===== config.mk =====
export PLATFORM = sky130hd
export DESIGN_NAME = axi_wr_engine_flat
export DESIGN_NICKNAME = d
export VERILOG_FILES = /design/src/logic/axi_sram_pkg.sv /design/src/logic/mem_port_if.sv /design/src/logic/axi_wr_engine.sv /design/src/flat_wrapper.sv
export SDC_FILE = /design/constraint.sdc
export NUM_CORES = 1
export LEC_CHECK = 0
export ABC_AREA = 1
export ABC_CLOCK_PERIOD_IN_PS = 6000
export BUFFER_PORTS_ARGS = -buffer_cell sky130_fd_sc_hd__buf_2
export CAP_MARGIN = 20
export CORE_MARGIN = 2
export CORE_UTILIZATION = 24
export CTS_BUF_LIST = sky130_fd_sc_hd__clkbuf_4 sky130_fd_sc_hd__clkbuf_8
export DETAILED_ROUTE_END_ITERATION = 10
export PLACE_DENSITY_LB_ADDON = 0.25
export SETUP_SLACK_MARGIN = 0.1
export SYNTH_ARGS = -nofsm -noshare
export SYNTH_HDL_FRONTEND = slang
export SYNTH_SLANG_ARGS = --single-unit

===== constraint.sdc =====
create_clock -name clk_i -period 6 [get_ports clk_i]
set_clock_uncertainty 0.1 [all_clocks]
set_input_delay 0.6 -clock clk_i [delete_from_list [all_inputs] [get_ports clk_i]]
set_output_delay 0.6 -clock clk_i [all_outputs]
set_load 0.01 [all_outputs]

===== src/logic/axi_sram_pkg.sv =====
/*
 * Shared widths, burst encodings and the beat address rule for the AXI4 SRAM slave.
 * Both burst engines import this package and compute beat addresses through it.
 */
package axi_sram_pkg;

  // bus and memory geometry
  localparam int ADDR_W       = 16;
  localparam int DATA_W       = 32;
  localparam int STRB_W       = DATA_W / 8;
  localparam int ID_W         = 4;
  localparam int LEN_W        = 8;
  localparam int MEM_WORDS    = 1024;
  localparam int MEM_AW       = $clog2(MEM_WORDS);
  localparam int LOG_NR_BYTES = $clog2(STRB_W);

  // AXI burst type field
  typedef enum logic [1:0] {
    FIXED = 2'b00,
    INCR  = 2'b01,
    WRAP  = 2'b10
  } axi_burst_e;

  // only OKAY is ever returned
  localparam logic [1:0] RESP_OKAY = 2'b00;

  // byte address of beat idx within a burst
  // WRAP assumes len+1 of 2, 4, 8 or 16
  function automatic logic [ADDR_W-1:0] beat_addr(
    input logic [ADDR_W-1:0] start,
    input logic [LEN_W-1:0]  len,
    input axi_burst_e        burst,
    input logic [LEN_W-1:0]  idx
  );
    logic [ADDR_W-1:0] aligned;
    logic [ADDR_W-1:0] wrap_size;
    logic [ADDR_W-1:0] wrap_low;
    logic [ADDR_W-1:0] next;
    aligned   = {start[ADDR_W-1:LOG_NR_BYTES], {LOG_NR_BYTES{1'b0}}};
    wrap_size = (ADDR_W'(len) + 1'b1) << LOG_NR_BYTES;
    wrap_low  = aligned & ~(wrap_size - 1'b1);
    next      = aligned + (ADDR_W'(idx) << LOG_NR_BYTES);
    case (burst)
      FIXED:   return start;
      // one subtraction is enough since idx never exceeds len
      WRAP:    return (next >= wrap_low + wrap_size) ? next - wrap_size : next;
      default: return next;
    endcase
  endfunction

endpackage


===== src/logic/mem_port_if.sv =====
/*
 * One SRAM access port between a burst engine and the memory port arbiter.
 * The engine holds req and its fields until gnt, read data follows one cycle later.
 */
`timescale 1ns/1ps

interface mem_port_if import axi_sram_pkg::*; ();

  // request side, driven by the engine
  logic              req;
  logic              we;
  logic [MEM_AW-1:0] addr;
  logic [STRB_W-1:0] be;
  logic [DATA_W-1:0] wdata;

  // answer side, driven by the arbiter
  logic              gnt;
  logic [DATA_W-1:0] rdata;

  modport engine  (output req, we, addr, be, wdata, input gnt, rdata);
  modport arbiter (input req, we, addr, be, wdata, output gnt, rdata);

endinterface


===== src/logic/axi_wr_engine.sv =====
/*
 * AXI4 write engine. Accepts one AW burst, writes each W beat to the SRAM with its
 * byte strobes in the cycle it is accepted, and answers with a single B response.
 */
`timescale 1ns/1ps

module axi_wr_engine import axi_sram_pkg::*; (
  input  logic              clk_i,
  input  logic              rst_ni,
  // write address channel
  input  logic [ID_W-1:0]   aw_id_i,
  input  logic [ADDR_W-1:0] aw_addr_i,
  input  logic [LEN_W-1:0]  aw_len_i,
  input  logic [1:0]        aw_burst_i,
  input  logic              aw_valid_i,
  output logic              aw_ready_o,
  // write data channel
  input  logic [DATA_W-1:0] w_data_i,
  input  logic [STRB_W-1:0] w_strb_i,
  input  logic              w_last_i,
  input  logic              w_valid_i,
  output logic              w_ready_o,
  // write response channel
  output logic [ID_W-1:0]   b_id_o,
  output logic [1:0]        b_resp_o,
  output logic              b_valid_o,
  input  logic              b_ready_i,
  // SRAM access port
  mem_port_if.engine        mem
);

  typedef enum logic [1:0] {
    IDLE,
    WRITE,
    SEND_B
  } wr_state_e;

  wr_state_e         state_q;
  logic [LEN_W-1:0]  cnt_q;
  logic [ID_W-1:0]   id_q;
  logic [ADDR_W-1:0] addr_q;
  logic [LEN_W-1:0]  len_q;
  axi_burst_e        burst_q;
  logic [ADDR_W-1:0] cur_addr;
  logic              aw_hs;
  logic              w_hs;

  // new burst only while idle
  assign aw_ready_o = (state_q == IDLE) && aw_valid_i;
  assign aw_hs      = aw_ready_o;

  ////////////////////////////////////////////////////////////////////
  // beat write path
  ////////////////////////////////////////////////////////////////////

  assign cur_addr = beat_addr(addr_q, len_q, burst_q, cnt_q);

  // a pending W beat is the request itself
  // AXI keeps w_valid and its payload stable until accepted
  assign mem.req   = (state_q == WRITE) && w_valid_i;
  assign mem.we    = 1'b1;
  assign mem.addr  = cur_addr[LOG_NR_BYTES +: MEM_AW];
  assign mem.be    = w_strb_i;
  assign mem.wdata = w_data_i;

  // beat is accepted in the very cycle the SRAM takes it
  assign w_ready_o = (state_q == WRITE) && mem.gnt;
  assign w_hs      = w_ready_o && w_valid_i;

  ////////////////////////////////////////////////////////////////////
  // write response
  ////////////////////////////////////////////////////////////////////

  assign b_valid_o = (state_q == SEND_B);
  assign b_id_o    = id_q;
  assign b_resp_o  = RESP_OKAY;

  always_ff @(posedge clk_i or negedge rst_ni) begin
    if (!rst_ni) begin
      state_q <= IDLE;
      cnt_q   <= '0;
    end else begin
      case (state_q)
        IDLE: begin
          if (aw_hs) begin
            cnt_q   <= '0;
            state_q <= WRITE;
          end
        end
        WRITE: begin
          if (w_hs) begin
            cnt_q <= cnt_q + 1'b1;
            // burst ends on w_last, the beat count only steers the address
            if (w_last_i) state_q <= SEND_B;
          end
        end
        SEND_B: begin
          if (b_ready_i) state_q <= IDLE;
        end
        default: state_q <= IDLE;
      endcase
    end
  end

  // burst attributes
  always_ff @(posedge clk_i) begin
    if (aw_hs) begin
      id_q    <= aw_id_i;
      addr_q  <= aw_addr_i;
      len_q   <= aw_len_i;
      burst_q <= axi_burst_e'(aw_burst_i);
    end
  end

endmodule


===== src/flat_wrapper.sv =====
// flat-port wrapper written by rule: the top's interface ports become plain ports
module axi_wr_engine_flat import axi_sram_pkg::*;
  (clk_i, rst_ni, aw_id_i, aw_addr_i, aw_len_i, aw_burst_i, aw_valid_i, aw_ready_o, w_data_i, w_strb_i, w_last_i, w_valid_i, w_ready_o, b_id_o, b_resp_o, b_valid_o, b_ready_i, mem_req, mem_we, mem_addr, mem_be, mem_wdata, mem_gnt, mem_rdata);
  mem_port_if mem_i ();
  input  logic clk_i;
  input  logic rst_ni;
  input  logic [ID_W-1:0] aw_id_i;
  input  logic [ADDR_W-1:0] aw_addr_i;
  input  logic [LEN_W-1:0] aw_len_i;
  input  logic [1:0] aw_burst_i;
  input  logic aw_valid_i;
  output logic aw_ready_o;
  input  logic [DATA_W-1:0] w_data_i;
  input  logic [STRB_W-1:0] w_strb_i;
  input  logic w_last_i;
  input  logic w_valid_i;
  output logic w_ready_o;
  output logic [ID_W-1:0] b_id_o;
  output logic [1:0] b_resp_o;
  output logic b_valid_o;
  input  logic b_ready_i;
  output wire logic [$bits(mem_i.req)-1:0] mem_req;
  output wire logic [$bits(mem_i.we)-1:0] mem_we;
  output wire logic [$bits(mem_i.addr)-1:0] mem_addr;
  output wire logic [$bits(mem_i.be)-1:0] mem_be;
  output wire logic [$bits(mem_i.wdata)-1:0] mem_wdata;
  input wire logic [$bits(mem_i.gnt)-1:0] mem_gnt;
  input wire logic [$bits(mem_i.rdata)-1:0] mem_rdata;
  assign mem_req = mem_i.req;
  assign mem_we = mem_i.we;
  assign mem_addr = mem_i.addr;
  assign mem_be = mem_i.be;
  assign mem_wdata = mem_i.wdata;
  assign mem_i.gnt = mem_gnt;
  assign mem_i.rdata = mem_rdata;
  axi_wr_engine u_core (.clk_i(clk_i), .rst_ni(rst_ni), .aw_id_i(aw_id_i), .aw_addr_i(aw_addr_i), .aw_len_i(aw_len_i), .aw_burst_i(aw_burst_i), .aw_valid_i(aw_valid_i), .aw_ready_o(aw_ready_o), .w_data_i(w_data_i), .w_strb_i(w_strb_i), .w_last_i(w_last_i), .w_valid_i(w_valid_i), .w_ready_o(w_ready_o), .b_id_o(b_id_o), .b_resp_o(b_resp_o), .b_valid_o(b_valid_o), .b_ready_i(b_ready_i), .mem(mem_i));
endmodule

==> metrics.txt <==
status=complete, no violations; pre-CTS setup slack=0.853 ns; cell taking the most area after synthesis=edfxtp_1; Hold Vio Cnt, Final=0; All-Layer GR Usage=0.115; H-tree level count=2; PnR Total Power=1.52 mW; Routed met2 length=4.64 mm; worst-case clock buffer depth=2; Slowest cell on crit path=edfxtp_1; Highest Signal Layer=met4; buffers and inverters on the worst path=5; clock transition at the registers of the reported paths=0.09 ns; Non-Filler Instances=811; Post-Syn Area=4060 sq um; ys async rst share=0.263; Core ar.=16600 sq um; DRT Wirelength=9.97 mm; data arrival time of the worst path=4.52 ns; worst setup margin=0.784 ns; # setup viols final=0; Mean Syn Cell Area=7.12 sq um; gpl congestion=0.831; dpl hpwl=8.55 mm; sequential share of the synthesized area=0.269; die width=134 microns; Placed Area=4300 sq um; Slew HR=0.565; cell repeated most along the worst path=nand2_1; antenna cells=0; wire length on met3=524 microns; largest cells by area after synthesis=edfxtp_1, nand2_1, ha_1; flop-to-flop setup slack=3.98 ns; Reg2Reg Depth=12; DRT met1 WL=4.57 mm; Power Density=345 nW/um^2; Residual DRC=0; share of the synthesized area in the top cell type=0.207; die height=134 microns; clock tree from TritonCTS=yes; Setup crit start kind=flop; Leak=2.17 nW; largest net degree at the start of global routing=33; Syn Inst Count=570; router iterations before antenna repair=4; FF+latch count, synth=38; Post-Place Cells=803; Fin Setup TNS=0 ns; post-route cell area=4400 sq um; Final Net Count=731; CTS Sinks=38; library cells used by synthesis=41; Yosys Warn Count=0; fillcell total=1869; maximum fanout along the worst path=19; Initial Utilization=0.245; Worst Setup End Kind=output port; Tmin final=5.22 ns; via count=3559; f_max=192 MHz; initial antenna violation count=0; DR vias/cell=4.39; crit path kind=flop to output port; DRT antenna net count=0; Final Max Slew Viols=0; CTS buffer count=5; initial drt markers=184; max-cap viol count=0; Main synth FF type=edfxtp_1; crit-path max cell delay=0.54 ns; Avg WL per Cell=12.3 microns; worst hold path type=input port to asynchronous set/reset pin; Final period util=0.869; Slew @ Worst Pin=0.636 ns; buffers added on ports=52; global-route wire length before repair=16.5 mm; VDD IR max=0.140 mV; root buf cell=clkbuf_8; die area=18000 sq um; Stages on worst setup path=25; gr ovfl total=0; fraction of layout instances using a drive strength above 1=0.162; vias in the first global route=3497; synth-to-layout area growth=8.42%; Rows=47; Clock Latency Late Sink=0.30 ns; CP required=5.30 ns; Top Ports=162; cell family with most CP delay=simple AND/OR/NAND/NOR gates; RSZ-0062 raised after global routing=false; Post-synth EDFFs=28
==> what timing repair did <==
action / 4_1_cts / 5_1_grt
resized for setup: 0 / 1
setup endpoints to repair: 0 / 3
setup buffers: 0 / 0
hold buffers: 0 / 0
==> final cells by class <==
class / count / area, sq um / share of cell area
repair buffers: 53 / 268 / 0.0609
flip-flops and latches: 38 / 1090 / 0.248
clock buffers: 5 / 68.8 / 0.0156
inverters: 84 / 315 / 0.0717
clock inverters: 3 / 21.3 / 0.00484
multi-input cells: 408 / 2360 / 0.536
well taps: 220 / 275 / 0.0626
==> synthesized netlist by cell type (2+ instances only) <==
cell and n:
nand2_4 3, edfxtp_1 28, nand2_1 124, o21ai_1 3, o211ai_1 6, nor4_1 3, nand3_1 43, nand4_1 7
and3_1 3, nor2_1 46, buf_4 39, xor2_1 17, o21ai_0 22, conb_1 2, nor3_1 12, ha_1 34
nor2_2 7, a21oi_1 28, fa_1 2, dfrtp_1 10, clkbuf_1 2, nand3_2 4, xnor2_1 4, inv_1 84
nand3b_1 4, o21bai_1 2, nand2_2 15, a21oi_2 2, nor2_4 2
==> metrics by stage <==
stage	hold WS [ns]	utilization
CTS	0.0323	0.265
finish	0.0474	0.265
global placement	0.380	0.260
global route	0.0465	0.265
detailed placement	0.382	0.260
floorplan	0.204	-
==> registers in the layout, summed over array words and instances, names as in the netlist <==
register / count
u_core.cnt_q: 8
u_core.b_id_o: 4
u_core.addr_q: 14
u_core.len_q: 8
u_core.burst_q: 2
u_core.state_q: 2
==> layout by cell type (no fill, tap or decap), drive strengths merged, types with 2 or more instances in the layout <==
| cell type | instances |
|---|---|
| nand2 | 142 |
| inv | 84 |
| nor2 | 55 |
| buf | 53 |
| nand3 | 47 |
| ha | 34 |
| a21oi | 30 |
| edfxtp | 28 |
| o21ai | 25 |
| xor2 | 17 |
| nor3 | 13 |
| dfrtp | 10 |
| nand4 | 7 |
| o211ai | 6 |
| clkbuf | 5 |
| xnor2 | 4 |
| nand3b | 4 |
| nor4 | 3 |
| and3 | 3 |
| conb | 3 |
| o21bai | 2 |
| fa | 2 |
| clkinv | 2 |
==> report_power, final <==
| group | switching (mW) | internal [mW] | leakage, nW | total [mW] |
|---|---|---|---|---|
| Combinational | 0.603 | 0.336 | 1.73 | 0.938 |
| Clock | 0.0979 | 0.0816 | 0.0441 | 0.179 |
| Sequential | 0.0556 | 0.346 | 0.398 | 0.401 |
==> cell families after synthesis <==
kind of cell    synth area share
buf+inv                    0.152
xor+xnor                  0.0453
simple gates               0.316
flops                      0.269
other cells              0.00185
fa+ha+maj                  0.115
compound gates             0.102
==> worst paths after layout <==
path,endpoint,startpoint
worst max register to register,u_core.cnt_q[6]$_DFFE_PN0P_,u_core.state_q[0]$_DFFE_PN0P_
worst max-delay path,mem_addr[8],u_core.len_q[0]$_DFFE_PP_
worst min-delay path,u_core.state_q[1]$_DFFE_PN0P_,rst_ni
max in group asynchronous,u_core.state_q[0]$_DFFE_PN0P_,rst_ni
worst min register to register,u_core.cnt_q[4]$_DFFE_PN0P_,u_core.cnt_q[4]$_DFFE_PN0P_
min in group clk_i,u_core.len_q[5]$_DFFE_PP_,aw_len_i[5]
==> metal layers <==
layer	track usage	up-vias
met5	0	-
met4	0.0398	0
met3	0.0151	27
met2	0.200	76
met1	0.147	1588
li1	-	1868
No activity file was read; power rests on OpenSTA's default activity.
