[src/logic/axi_sram_pkg.sv]
/*
 * Shared widths, burst encodings and the beat address rule for the AXI4 SRAM slave.
 * Both burst engines import this package and compute beat addresses through it.
 */
package axi_sram_pkg;

  // bus and memory geometry
  localparam int ADDR_W       = 16;
  localparam int DATA_W       = 32;
  localparam int STRB_W       = DATA_W / 8;
  localparam int ID_W         = 4;
  localparam int LEN_W        = 8;
  localparam int MEM_WORDS    = 1024;
  localparam int MEM_AW       = $clog2(MEM_WORDS);
  localparam int LOG_NR_BYTES = $clog2(STRB_W);

  // AXI burst type field
  typedef enum logic [1:0] {
    FIXED = 2'b00,
    INCR  = 2'b01,
    WRAP  = 2'b10
  } axi_burst_e;

  // only OKAY is ever returned
  localparam logic [1:0] RESP_OKAY = 2'b00;

  // byte address of beat idx within a burst
  // WRAP assumes len+1 of 2, 4, 8 or 16
  function automatic logic [ADDR_W-1:0] beat_addr(
    input logic [ADDR_W-1:0] start,
    input logic [LEN_W-1:0]  len,
    input axi_burst_e        burst,
    input logic [LEN_W-1:0]  idx
  );
    logic [ADDR_W-1:0] aligned;
    logic [ADDR_W-1:0] wrap_size;
    logic [ADDR_W-1:0] wrap_low;
    logic [ADDR_W-1:0] next;
    aligned   = {start[ADDR_W-1:LOG_NR_BYTES], {LOG_NR_BYTES{1'b0}}};
    wrap_size = (ADDR_W'(len) + 1'b1) << LOG_NR_BYTES;
    wrap_low  = aligned & ~(wrap_size - 1'b1);
    next      = aligned + (ADDR_W'(idx) << LOG_NR_BYTES);
    case (burst)
      FIXED:   return start;
      // one subtraction is enough since idx never exceeds len
      WRAP:    return (next >= wrap_low + wrap_size) ? next - wrap_size : next;
      default: return next;
    endcase
  endfunction

endpackage

[src/logic/mem_port_if.sv]
/*
 * One SRAM access port between a burst engine and the memory port arbiter.
 * The engine holds req and its fields until gnt, read data follows one cycle later.
 */
`timescale 1ns/1ps

interface mem_port_if import axi_sram_pkg::*; ();

  // request side, driven by the engine
  logic              req;
  logic              we;
  logic [MEM_AW-1:0] addr;
  logic [STRB_W-1:0] be;
  logic [DATA_W-1:0] wdata;

  // answer side, driven by the arbiter
  logic              gnt;
  logic [DATA_W-1:0] rdata;

  modport engine  (output req, we, addr, be, wdata, input gnt, rdata);
  modport arbiter (input req, we, addr, be, wdata, output gnt, rdata);

endinterface

[src/logic/mem_port_arbiter.sv]
/*
 * Round-robin arbiter that merges the read and write engine ports onto one SRAM port
 * and steers returned read data back to the port that issued the read.
 */
`timescale 1ns/1ps

module mem_port_arbiter import axi_sram_pkg::*; (
  input  logic              clk_i,
  input  logic              rst_ni,
  mem_port_if.arbiter       rd_port,
  mem_port_if.arbiter       wr_port,
  // single SRAM port
  output logic              sram_en_o,
  output logic              sram_we_o,
  output logic [MEM_AW-1:0] sram_addr_o,
  output logic [STRB_W-1:0] sram_be_o,
  output logic [DATA_W-1:0] sram_wdata_o,
  input  logic [DATA_W-1:0] sram_rdata_i
);

  // set when the write port wins the next tie
  logic prio_wr_q;
  logic gnt_rd;
  logic gnt_wr;
  // read in flight, tagged with its owner
  logic rd_own_q;
  logic wr_own_q;

  // grant in the same cycle as the request
  assign gnt_rd = rd_port.req && (!wr_port.req || !prio_wr_q);
  assign gnt_wr = wr_port.req && (!rd_port.req || prio_wr_q);

  assign rd_port.gnt = gnt_rd;
  assign wr_port.gnt = gnt_wr;

  // winner's fields go to the SRAM
  assign sram_en_o    = gnt_rd || gnt_wr;
  assign sram_we_o    = gnt_wr ? wr_port.we    : rd_port.we;
  assign sram_addr_o  = gnt_wr ? wr_port.addr  : rd_port.addr;
  assign sram_be_o    = gnt_wr ? wr_port.be    : rd_port.be;
  assign sram_wdata_o = gnt_wr ? wr_port.wdata : rd_port.wdata;

  // only the owner of the read sees the word
  assign rd_port.rdata = rd_own_q ? sram_rdata_i : '0;
  assign wr_port.rdata = wr_own_q ? sram_rdata_i : '0;

  always_ff @(posedge clk_i or negedge rst_ni) begin
    if (!rst_ni) begin
      prio_wr_q <= 1'b0;
      rd_own_q  <= 1'b0;
      wr_own_q  <= 1'b0;
    end else begin
      // the port just served drops to the back
      if (gnt_rd) prio_wr_q <= 1'b1;
      else if (gnt_wr) prio_wr_q <= 1'b0;
      rd_own_q <= gnt_rd && !rd_port.we;
      wr_own_q <= gnt_wr && !wr_port.we;
    end
  end

endmodule

[src/flat_wrapper.sv]
// flat-port wrapper written by rule: the top's interface ports become plain ports
module mem_port_arbiter_flat import axi_sram_pkg::*;
  (clk_i, rst_ni, sram_en_o, sram_we_o, sram_addr_o, sram_be_o, sram_wdata_o, sram_rdata_i, rd_port_req, rd_port_we, rd_port_addr, rd_port_be, rd_port_wdata, rd_port_gnt, rd_port_rdata, wr_port_req, wr_port_we, wr_port_addr, wr_port_be, wr_port_wdata, wr_port_gnt, wr_port_rdata);
  mem_port_if rd_port_i ();
  mem_port_if wr_port_i ();
  input  logic clk_i;
  input  logic rst_ni;
  output logic sram_en_o;
  output logic sram_we_o;
  output logic [MEM_AW-1:0] sram_addr_o;
  output logic [STRB_W-1:0] sram_be_o;
  output logic [DATA_W-1:0] sram_wdata_o;
  input  logic [DATA_W-1:0] sram_rdata_i;
  input wire logic [$bits(rd_port_i.req)-1:0] rd_port_req;
  input wire logic [$bits(rd_port_i.we)-1:0] rd_port_we;
  input wire logic [$bits(rd_port_i.addr)-1:0] rd_port_addr;
  input wire logic [$bits(rd_port_i.be)-1:0] rd_port_be;
  input wire logic [$bits(rd_port_i.wdata)-1:0] rd_port_wdata;
  output wire logic [$bits(rd_port_i.gnt)-1:0] rd_port_gnt;
  output wire logic [$bits(rd_port_i.rdata)-1:0] rd_port_rdata;
  input wire logic [$bits(wr_port_i.req)-1:0] wr_port_req;
  input wire logic [$bits(wr_port_i.we)-1:0] wr_port_we;
  input wire logic [$bits(wr_port_i.addr)-1:0] wr_port_addr;
  input wire logic [$bits(wr_port_i.be)-1:0] wr_port_be;
  input wire logic [$bits(wr_port_i.wdata)-1:0] wr_port_wdata;
  output wire logic [$bits(wr_port_i.gnt)-1:0] wr_port_gnt;
  output wire logic [$bits(wr_port_i.rdata)-1:0] wr_port_rdata;
  assign rd_port_i.req = rd_port_req;
  assign rd_port_i.we = rd_port_we;
  assign rd_port_i.addr = rd_port_addr;
  assign rd_port_i.be = rd_port_be;
  assign rd_port_i.wdata = rd_port_wdata;
  assign rd_port_gnt = rd_port_i.gnt;
  assign rd_port_rdata = rd_port_i.rdata;
  assign wr_port_i.req = wr_port_req;
  assign wr_port_i.we = wr_port_we;
  assign wr_port_i.addr = wr_port_addr;
  assign wr_port_i.be = wr_port_be;
  assign wr_port_i.wdata = wr_port_wdata;
  assign wr_port_gnt = wr_port_i.gnt;
  assign wr_port_rdata = wr_port_i.rdata;
  mem_port_arbiter u_core (.clk_i(clk_i), .rst_ni(rst_ni), .rd_port(rd_port_i), .wr_port(wr_port_i), .sram_en_o(sram_en_o), .sram_we_o(sram_we_o), .sram_addr_o(sram_addr_o), .sram_be_o(sram_be_o), .sram_wdata_o(sram_wdata_o), .sram_rdata_i(sram_rdata_i));
endmodule
[config.mk]
export PLATFORM = sky130hd
export DESIGN_NAME = mem_port_arbiter_flat
export DESIGN_NICKNAME = d
export VERILOG_FILES = /design/src/logic/axi_sram_pkg.sv /design/src/logic/mem_port_if.sv /design/src/logic/mem_port_arbiter.sv /design/src/flat_wrapper.sv
export SDC_FILE = /design/constraint.sdc
export NUM_CORES = 1
export LEC_CHECK = 0
export BUFFER_PORTS_ARGS = -buffer_cell sky130_fd_sc_hd__buf_2
export CAP_MARGIN = 20
export CORE_AREA = 2 2 95 97
export DETAILED_ROUTE_END_ITERATION = 8
export DIE_AREA = 0 0 97 99
export PLACE_DENSITY = 0.54
export SLEW_MARGIN = 30
export SYNTH_ARGS = -nofsm -noshare
export SYNTH_HDL_FRONTEND = slang
export SYNTH_SLANG_ARGS = --single-unit
[constraint.sdc]
create_clock -name clk_i -period 1.2 [get_ports clk_i]
set_input_delay 0.06 -clock clk_i [delete_from_list [all_inputs] [get_ports clk_i]]
set_output_delay 0.06 -clock clk_i [all_outputs]
set_load 0.05 [all_outputs]
==> results of run 1 <==
==> layout make-up <==
cell class                      instances  area [um2]
Multi-Input combinational cell        118        1210
Timing Repair Buffer                  263        2160
Clock buffer                            4        45.0
Sequential cell                         3        76.3
Fill cell                             803        4910
Inverter                                2        10.0
Tap cell                              108         135
==> worst reg2reg max path, stage by stage (launching register included) <==
cell,delay (ps)
dfrtp_1,350
nand2b_4,160
nand2_8,90
buf_12,150
buf_8,120
buf_4,130
buf_6,120
nor2_4,60
==> through the flow <==
| stage | utilization | hold WS, ps | setup WS, ps |
|---|---|---|---|
| CTS | 0.376 | 20.0 | -439 |
| global route | 0.426 | 31.2 | -485 |
| finish | 0.426 | 22.3 | -444 |
| detailed placement | 0.306 | -130 | -286 |
| global placement | 0.306 | -133 | -246 |
| floorplan | - | -236 | -116 |
==> per-layer routing <==
layer	wire length [um]	GRT usage
met1	2130	0.116
met2	3750	0.241
met3	611	0.0270
met4	189	0.0325
met5	0	0
==> flip-flops by register name (all words and copies together), names as in the netlist <==
register          cells
u_core.wr_own_q       1
u_core.rd_own_q       1
u_core.prio_wr_q      1
==> how the worst max path moves through the flow <==
| stage | endpoint | startpoint | slack (ps) | cells after the start |
|---|---|---|---|---|
| after floorplan | sram_addr_o[0] | u_core.prio_wr_q | -120 | 5 |
| after global placement | sram_wdata_o[21] | u_core.prio_wr_q | -250 | 5 |
| after detailed placement | sram_wdata_o[23] | u_core.prio_wr_q | -290 | 5 |
| after CTS | sram_addr_o[3] | u_core.prio_wr_q | -440 | 6 |
| after global routing | sram_addr_o[3] | u_core.prio_wr_q | -490 | 6 |
| final | sram_addr_o[3] | u_core.prio_wr_q | -440 | 6 |
==> cell usage after synthesis <==
master,number,area share
a21boi_0,1,0.0065
and2_1,64,0.35
buf_4,3,0.020
buf_6,2,0.020
clkbuf_1,6,0.020
dfrtp_1,3,0.065
inv_1,2,0.0065
mux2_2,39,0.38
mux2_4,8,0.10
nand2_2,1,0.0054
nand2b_2,1,0.0076
nor2_1,1,0.0033
nor2b_1,1,0.0054
o21ai_0,1,0.0043
or2_2,1,0.0054
==> placed cells by master (no fill, tap or decap) <==
cell and count:
a21boi_4 1, and2_1 33, and2_4 31, buf_12 6
buf_16 1, buf_2 130, buf_4 22, buf_6 74
buf_8 14, clkbuf_1 1, clkbuf_16 2, clkbuf_4 13
clkbuf_8 3, dfrtp_1 2, dfrtp_2 1, dlygate4sd3_1 1
inv_1 1, inv_4 1, mux2_2 14, mux2_4 33
nand2_8 1, nand2b_4 1, nor2_4 1, nor2b_1 1
o21ai_0 1, or2_2 1
==> repair_timing <==
item                       in CTS  in global routing
setup endpoints to repair      86                 96
buffers inserted                6                  5
hold endpoints to repair        3                  0
pin swaps                       0                 10
hold buffers                    1                  0
cloned                          1                  2
gates resized for setup       150                125
==> logic make-up (layout without fill, tap and decap cells) <==
| kind of cell | Yosys count | in the layout | synth area share |
|---|---|---|---|
| AND/OR/NAND/NOR | 69 | 69 | 0.374 |
| AO/OA/AOI/OAI | 2 | 2 | 0.0108 |
| flip-flops | 3 | 3 | 0.0651 |
| multiplexers | 47 | 47 | 0.485 |
| buffers and inverters | 13 | 269 | 0.0651 |
==> power groups by stage <==
stage | logic, mW | registers [mW] | clock network [mW]
3_5_place_dp | 1.83 | 0.120 | 0
6_report | 2.38 | 0.122 | 0.289
4_1_cts | 2.20 | 0.118 | 0.300
3_3_place_gp | 1.81 | 0.119 | 0
5_1_grt | 2.48 | 0.123 | 0.311
2_1_floorplan | 1.35 | 0.119 | 0
==> results.txt, run 1 <==
Worst Hold Path Cells -> 2
number of diodes -> 0
cell repeated most along the worst path -> buf_8
site row count -> 34
vias per cell -> 4.00
Setup crit start kind -> register
power per cell area -> 765 nW/um2
I/O pin count -> 244
Post-Syn Nets -> 264
DP Area -> 2610 um2
status -> finished with violations
Sw Ratio -> 0.501
Routed Antenna Nets -> 0
Switching Power -> 1.40 mW
Cell Area, Synth -> 1150 um2
Die Width -> 97 um
Hold Vio Cnt, Final -> 0
largest net degree at the start of global routing -> 33
Worst-Skew Late Latency -> 210 ps
HPWL after DPL -> 4950 um
Final nets -> 521
part of the power in the clock network -> 0.104
WP data arrival -> 1580 ps
layout cell share with drive strength beyond 1 -> 0.897
Final setup viols -> 72
Design Area, Final -> 3640 um2
Critical R2R Launch -> u_core.prio_wr_q
final cell count without fillers -> 498
# DRC -> 0
initial antenna violation count -> 0
CP required -> 1140 ps
vias in the first global route -> 2,024
first-pass GRT wire length -> 9360 um
combinational share of power -> 0.853
CP max-delay cell -> dfrtp_1
Starting Density -> 0.135
Mean Syn Cell Area -> 8.61 um2
Slew @ Worst Pin -> 264 ps
Worst path max stage delay -> 380 ps
Die Ht -> 99 um
RR Endpoint -> u_core.wr_own_q
H-Tree Depth -> 1
crit path cell chain -> nand2b_4 > nand2_8 > buf_12 > buf_8 > mux2_4 > buf_8
die area -> 9600 um2
Clock Pin Slew Worst Setup and Hold Paths -> 30 ps
clock skew -> 1.88 ps
I/O Buffers -> 243
placed cells -> 480
peak supply drop -> 0.364 mV
Hold Path Origin -> rd_port_we
Root Buffer -> clkbuf_8
post-synth cell types -> 15
CP Max Fanout -> 6
Bufs and invs on worst path -> 3
Seq/Total Area, Yosys -> 0.0651
post-route setup TNS -> -19,430 ps
Worst Hold Path EP -> u_core.rd_own_q
max_cap viols -> 0
crit path kind -> reg2out
RSZ-0062 raised after global routing -> yes
Seq cells post-synth -> 3
CTS buffer count -> 3
R2R cell count -> 7
clock tree from TritonCTS -> done
failing checks -> setup timing
Overflow after GRT -> 0
Initial DRT Pass Iterations -> 4
DR vias -> 1,993
Tot Pwr -> 2.79 mW
P&R area growth vs syn -> 216%
Tmin final -> 1640 ps
crit path capture type -> output pin
Crit path max-delay family -> flip-flops
R2R Setup Slk -> -60 ps
worst min path class -> in2reg
Final period util -> 1.37
Clock Sinks -> 3
All-Layer GR Usage -> 0.117
drt wl/cell -> 13.4 um
share of power burned in registers -> 0.044
Clock Tree Buf Depth -> 2
Highest Clock Rate -> 0.608 GHz
core area -> 8550 um2
Mapped Cells -> 134
worst setup margin -> -444 ps
drt total wl -> 6680 um
Cell Int Power -> 1.39 mW
Max Slew Vio Count -> 0
Placer Congestion -> 0.747
yosys warns -> 0
Slew HR -> 0.825
P_leak -> 2.01 nW
Starting DRT DRC Count -> 9
(Power assumes the default switching activity.)
==> inputs of run 2 (changes only) <==
--- a/config.mk
+++ b/config.mk
@@ -5,12 +5,12 @@
 export SDC_FILE = /design/constraint.sdc
 export NUM_CORES = 1
 export LEC_CHECK = 0
-export BUFFER_PORTS_ARGS = -buffer_cell sky130_fd_sc_hd__buf_2
 export CAP_MARGIN = 20
 export CORE_AREA = 2 2 95 97
 export DETAILED_ROUTE_END_ITERATION = 8
 export DIE_AREA = 0 0 97 99
-export PLACE_DENSITY = 0.54
+export DONT_BUFFER_PORTS = 1
+export PLACE_DENSITY = 0.3
 export SLEW_MARGIN = 30
 export SYNTH_ARGS = -nofsm -noshare
 export SYNTH_HDL_FRONTEND = slang
==> run 2 against run 1 <==
  * The run ends with hold timing, setup timing left
  * Global-route usage is 0.058 points higher
  * Non-clock buffer count down 184
  * Die area did not move
  * Combinational power fell by 17%
  * Wire length down 5.4%
  * Largest power group unchanged
  * Hold slack worse by 29 ps
  * Sequential power is 3% lower
  * Highest routed layer unchanged
  * Critical path type unchanged
  * Fmax grew 6.6%
==> results.txt, run 2 (synthesis gave the netlist of run 1 again) <==
status -> finished with violations (unchanged)
Worst-Skew Late Latency -> 210 ps (about the same)
Initial DRT Pass Iterations -> 4 (unchanged)
DR vias -> 1,325 (was 1,993)
worst setup margin -> -342 ps (was -444 ps)
Hold Vio Cnt, Final -> 1 (was 0)
site row count -> 34 (unchanged)
Die Ht -> 99 um (unchanged)
vias in the first global route -> 1,484 (was 2,024)
Tot Pwr -> 2.37 mW (was 2.79 mW)
peak supply drop -> 0.371 mV (was 0.364 mV)
Hold Slack -> -6.71 ps (was 22.3 ps)
post-route setup TNS -> -14,760 ps (was -19,430 ps)
clock tree from TritonCTS -> done (unchanged)
vias per cell -> 4.22 (was 4.00)
Root Buffer -> clkbuf_8 (unchanged)
I/O pin count -> 244 (unchanged)
failing checks -> hold timing, setup timing (was setup timing)
Clock Tree Buf Depth -> 2 (unchanged)
Placer Congestion -> 0.845 (was 0.747)
drt wl/cell -> 20.1 um (was 13.4 um)
Setup crit start kind -> register (unchanged)
worst min path class -> in2reg (unchanged)
CP Max Fanout -> 9 (was 6)
crit path capture type -> output pin (unchanged)
All-Layer GR Usage -> 0.118 (was 0.117)
layout cell share with drive strength beyond 1 -> 0.714 (was 0.897)
Layout fillers -> 789 (was 803)
Slew HR -> 0.813 (was 0.825)
# DRC -> 0 (unchanged)
HPWL after DPL -> 5740 um (was 4950 um)
CP required -> 1140 ps (about the same)
Design Area, Final -> 2950 um2 (was 3640 um2)
max_cap viols -> 0 (unchanged)
Starting DRT DRC Count -> 14 (was 9)
top flop regs -> u_core.prio_wr_q: 1 flops, u_core.rd_own_q: 1 flops, u_core.wr_own_q: 1 flops (unchanged)
placed cells -> 304 (was 480)
drt total wl -> 6320 um (was 6680 um)
Clock Sinks -> 3 (unchanged)
first-pass GRT wire length -> 9030 um (was 9360 um)
crit path kind -> reg2out (unchanged)
core area -> 8550 um2 (unchanged)
H-Tree Depth -> 1 (unchanged)
number of diodes -> 0 (unchanged)
Final setup viols -> 48 (was 72)
WP data arrival -> 1480 ps (was 1580 ps)
largest net degree at the start of global routing -> 33 (unchanged)
Final period util -> 1.29 (was 1.37)
Overflow after GRT -> 0 (unchanged)
commonest non-fill, non-tap cell in the layout -> buf_12 (was buf_2)
I/O Buffers -> 0 (was 243)
Die Width -> 97 um (unchanged)
RSZ-0062 raised after global routing -> yes (unchanged)
clock skew -> 1.62 ps (was 1.88 ps)
P&R area growth vs syn -> 156% (was 216%)
initial antenna violation count -> 0 (unchanged)
power per cell area -> 805 nW/um2 (was 765 nW/um2)
Clock Pin Slew Worst Setup and Hold Paths -> 30 ps (about the same)
die area -> 9600 um2 (unchanged)
Slew @ Worst Pin -> 282 ps (was 264 ps)
DP Area -> 2730 um2 (was 2610 um2)
Highest Clock Rate -> 0.648 GHz (was 0.608 GHz)
Final nets -> 337 (was 521)
final cell count without fillers -> 314 (was 498)
CTS buffer count -> 3 (unchanged)
Starting Density -> 0.135 (unchanged)
Routed Antenna Nets -> 0 (unchanged)
most frequent cells in the layout -> buf_12, mux2_4, and2_1, and2_4, dlygate4sd3_1 (was buf_2, buf_6, mux2_4, and2_1, and2_4)
P_leak -> 1.35 nW (was 2.01 nW)
Tmin final -> 1540 ps (was 1640 ps)
Max Slew Vio Count -> 0 (unchanged)
## run 2: cell type report
class,count,area (um2),share of cell area
multi-input combinational,118,1210,0.410
inverter,2,7.51,0.00255
timing repair buffer,79,1480,0.501
sequential,3,75.1,0.0255
clock buffer,4,45.0,0.0153
tap,108,135,0.0458
## run 2: metal layers
| metal | up-vias | part of all wire | global-route usage |
|---|---|---|---|
| met2 | 150 | 0.56 | 0.243 |
| li1 | 584 | - | - |
| met3 | 4 | 0.11 | 0.0305 |
| met4 | 0 | 0.0065 | 0.0184 |
| met1 | 587 | 0.32 | 0.120 |
| met5 | - | 0 | 0 |
## run 2: repair_timing
action | 4_1_cts | 5_1_grt
gates resized for setup | 10 | 29
hold buffers | 4 | 0
endpoints found under the setup margin | 48 | 67
setup buffers | 1 | 1
hold endpoints to repair | 6 | 0
## run 2: final timing paths
check / cells after the start / startpoint / endpoint / slack (ps)
min: 2 / rd_port_req / u_core.prio_wr_q / -7
max reg2reg: 5 / u_core.prio_wr_q / u_core.wr_own_q / 200
min in group asynchronous: 1 / rst_ni / u_core.prio_wr_q / 100
min reg2reg: 2 / u_core.prio_wr_q / u_core.prio_wr_q / 610
max: 5 / u_core.prio_wr_q / sram_addr_o[6] / -340
max in group asynchronous: 1 / rst_ni / u_core.rd_own_q / 950
## run 2: per-stage QoR
step                      hold slack, ps  setup WS, ps  utilization
after global routing                3.38          -394        0.345
after detailed placement            -235          -150        0.319
final                              -6.71          -342        0.345
after floorplan                     -236          -116            -
after global placement              -235          -153        0.319
after CTS                          -9.55          -368        0.334
## run 2: power breakdown
group,switching [mW],total (mW),internal [mW]
combinational,1.20,1.97,0.765
clock,0.0631,0.289,0.226
sequential,0.00690,0.118,0.111
total,1.27,2.37,1.10
## run 2: critical path: stages (launching register included)
cell	delay (ps)
dfrtp_1	380
nand2b_4	160
nand2_4	100
buf_6	120
buf_12	130
mux2_4	390
==> inputs of run 3 (changes only) <==
--- a/config.mk
+++ b/config.mk
@@ -10,7 +10,6 @@
 export DETAILED_ROUTE_END_ITERATION = 8
 export DIE_AREA = 0 0 97 99
 export DONT_BUFFER_PORTS = 1
-export PLACE_DENSITY = 0.3
 export SLEW_MARGIN = 30
 export SYNTH_ARGS = -nofsm -noshare
 export SYNTH_HDL_FRONTEND = slang
==> run 3 against run 2 <==
  * The run ends with setup timing left
  * Register-to-register slack got worse by 120 ps
  * Hold slack improved by 9.2 ps
  * First-iteration DRC count increased by 64%
  * Final area increased by 2.9%
  * Flip-flop and latch count unchanged
  * Sequential share of layout area about the same
  * Global-route usage decreased by 1.8 points
  * Critical endpoint is now sram_addr_o[4]
  * Highest routed layer unchanged
==> results.txt, run 3 (synthesis gave the netlist of run 1 again) <==
status -> finished with violations (unchanged)
failing checks -> setup timing (was hold timing, setup timing)
All-Layer GR Usage -> 0.100 (was 0.118)
Bufs and invs on worst path -> 2 (unchanged)
worst setup margin -> -344 ps (was -342 ps)
Hold Path Origin -> rd_port_req (unchanged)
I/O pin count -> 244 (unchanged)
R2R cell count -> 6 (was 5)
I/O Buffers -> 0 (unchanged)
Tmin final -> 1540 ps (about the same)
vias per cell -> 4.26 (was 4.22)
HPWL after DPL -> 4910 um (was 5740 um)
max_cap viols -> 0 (unchanged)
Clock Tree Buf Depth -> 2 (unchanged)
Final period util -> 1.29 (about the same)
initial antenna violation count -> 0 (unchanged)
Setup WS pre-CTS -> -166 ps (was -150 ps)
WP data arrival -> 1480 ps (about the same)
P_leak -> 1.39 nW (was 1.35 nW)
site row count -> 34 (unchanged)
CP Max Fanout -> 10 (was 9)
core area -> 8550 um2 (unchanged)
clock tree from TritonCTS -> done (unchanged)
Initial DRT Pass Iterations -> 4 (unchanged)
crit path cell chain -> nand2b_4 > nand2_4 > buf_4 > buf_12 > mux2_4 (was nand2b_4 > nand2_4 > buf_6 > buf_12 > mux2_4)
Hold Vio Cnt, Final -> 0 (was 1)
power per cell area -> 794 nW/um2 (was 805 nW/um2)
Worst Hold Path EP -> u_core.prio_wr_q (unchanged)
drt wl/cell -> 19.0 um (was 20.1 um)
# DRC -> 0 (unchanged)
clock skew -> 3.60 ps (was 1.62 ps)
Placer Congestion -> 0.771 (was 0.845)
vias in the first global route -> 1,344 (was 1,484)
commonest non-fill, non-tap cell in the layout -> buf_12 (unchanged)
CP required -> 1140 ps (about the same)
Design Area, Final -> 3040 um2 (was 2950 um2)
Hold Slack -> 2.45 ps (was -6.71 ps)
Final setup viols -> 67 (was 48)
Root Buffer -> clkbuf_8 (unchanged)
Highest Clock Rate -> 0.648 GHz (about the same)
RR Endpoint -> u_core.wr_own_q (unchanged)
largest net degree at the start of global routing -> 33 (unchanged)
Clock Sinks -> 3 (unchanged)
Tot Pwr -> 2.41 mW (was 2.37 mW)
Final nets -> 339 (was 337)
layout cell share with drive strength beyond 1 -> 0.827 (was 0.714)
Slew HR -> 0.816 (was 0.813)
top flop regs -> u_core.prio_wr_q: 1 flops, u_core.rd_own_q: 1 flops, u_core.wr_own_q: 1 flops (unchanged)
Starting DRT DRC Count -> 23 (was 14)
P&R area growth vs syn -> 163% (was 156%)
number of diodes -> 0 (unchanged)
DP Area -> 2710 um2 (was 2730 um2)
Worst path max stage delay -> 390 ps (about the same)
Clock Pin Slew Worst Setup and Hold Paths -> 30 ps (about the same)
RSZ-0062 raised after global routing -> yes (unchanged)
first-pass GRT wire length -> 7660 um (was 9030 um)
drt total wl -> 6000 um (was 6320 um)
crit path kind -> reg2out (unchanged)
Starting Density -> 0.135 (unchanged)
Slew @ Worst Pin -> 277 ps (was 282 ps)
peak supply drop -> 0.317 mV (was 0.371 mV)
Worst-Skew Late Latency -> 220 ps (was 210 ps)
Worst Hold Path Cells -> 2 (unchanged)
crit path capture type -> output pin (unchanged)
post-route setup TNS -> -15,800 ps (was -14,760 ps)
CP max-delay cell -> mux2_4 (unchanged)
Routed Antenna Nets -> 0 (unchanged)
Die Width -> 97 um (unchanged)
DR vias -> 1,347 (was 1,325)
Die Ht -> 99 um (unchanged)
most frequent cells in the layout -> buf_12, mux2_4, and2_4, and2_1, buf_4 (was buf_12, mux2_4, and2_1, and2_4, dlygate4sd3_1)
Setup crit start kind -> register (unchanged)
Critical R2R Launch -> u_core.prio_wr_q (unchanged)
Max Slew Vio Count -> 0 (unchanged)
die area -> 9600 um2 (unchanged)
R2R Setup Slk -> 80 ps (was 200 ps)
CTS buffer count -> 3 (unchanged)
Crit path max-delay family -> multiplexers (unchanged)
H-Tree Depth -> 1 (unchanged)
Overflow after GRT -> 0 (unchanged)
worst min path class -> in2reg (unchanged)
-- run 3: worst reg2reg max path: cells and delay by family (launching register included) --
kind	cells	cell delay [ps]
flops	1	380
buf+inv	3	370
simple gates	3	270
-- run 3: how the worst max path moves through the flow --
stage          cells after the start             start                to  slack, ps
4_1_cts                            5  u_core.prio_wr_q    sram_addr_o[4]       -370
6_report                           5  u_core.prio_wr_q    sram_addr_o[4]       -340
3_5_place_dp                       4  u_core.prio_wr_q  sram_wdata_o[22]       -170
5_1_grt                            5  u_core.prio_wr_q    sram_addr_o[4]       -400
3_3_place_gp                       4  u_core.prio_wr_q  sram_wdata_o[23]       -160
2_1_floorplan                      5  u_core.prio_wr_q    sram_addr_o[0]       -120
-- run 3: power by group --
group	leakage [nW]	internal [mW]	switching (mW)
combinational	1.33	0.793	1.20
sequential	0.0369	0.112	0.0111
clock	0.0228	0.227	0.0676
-- run 3: layout make-up --
cell class	count	area, um2
Clock buffer	4	45.0
Tap cell	108	135
Multi-Input combinational cell	118	1260
Fill cell	820	5520
Inverter	2	7.51
Sequential cell	3	76.3
Timing Repair Buffer	81	1510
-- run 3: timing repair --
action	4_1_cts	5_1_grt
gates resized for setup	9	50
pin swaps	0	31
gates cloned	0	3
hold buffers	4	0
endpoints found under the setup margin	49	84
endpoints found under the hold margin	6	0
setup buffers	0	1
-- run 3: stage by stage --
step / std cells / util
final: 316 / 0.355
after global routing: 316 / 0.355
after CTS: 312 / 0.331
after detailed placement: 304 / 0.317
after global placement: 304 / 0.317
after floorplan: 134 / -
-- run 3: metal layers --
layer  share of wire  GRT usage  vias to the layer above
li1                -          -                      588
met1            0.31      0.100                      599
met2            0.55      0.194                      154
met3            0.12     0.0326                        6
met4           0.013     0.0325                        0
met5               0          0                        -
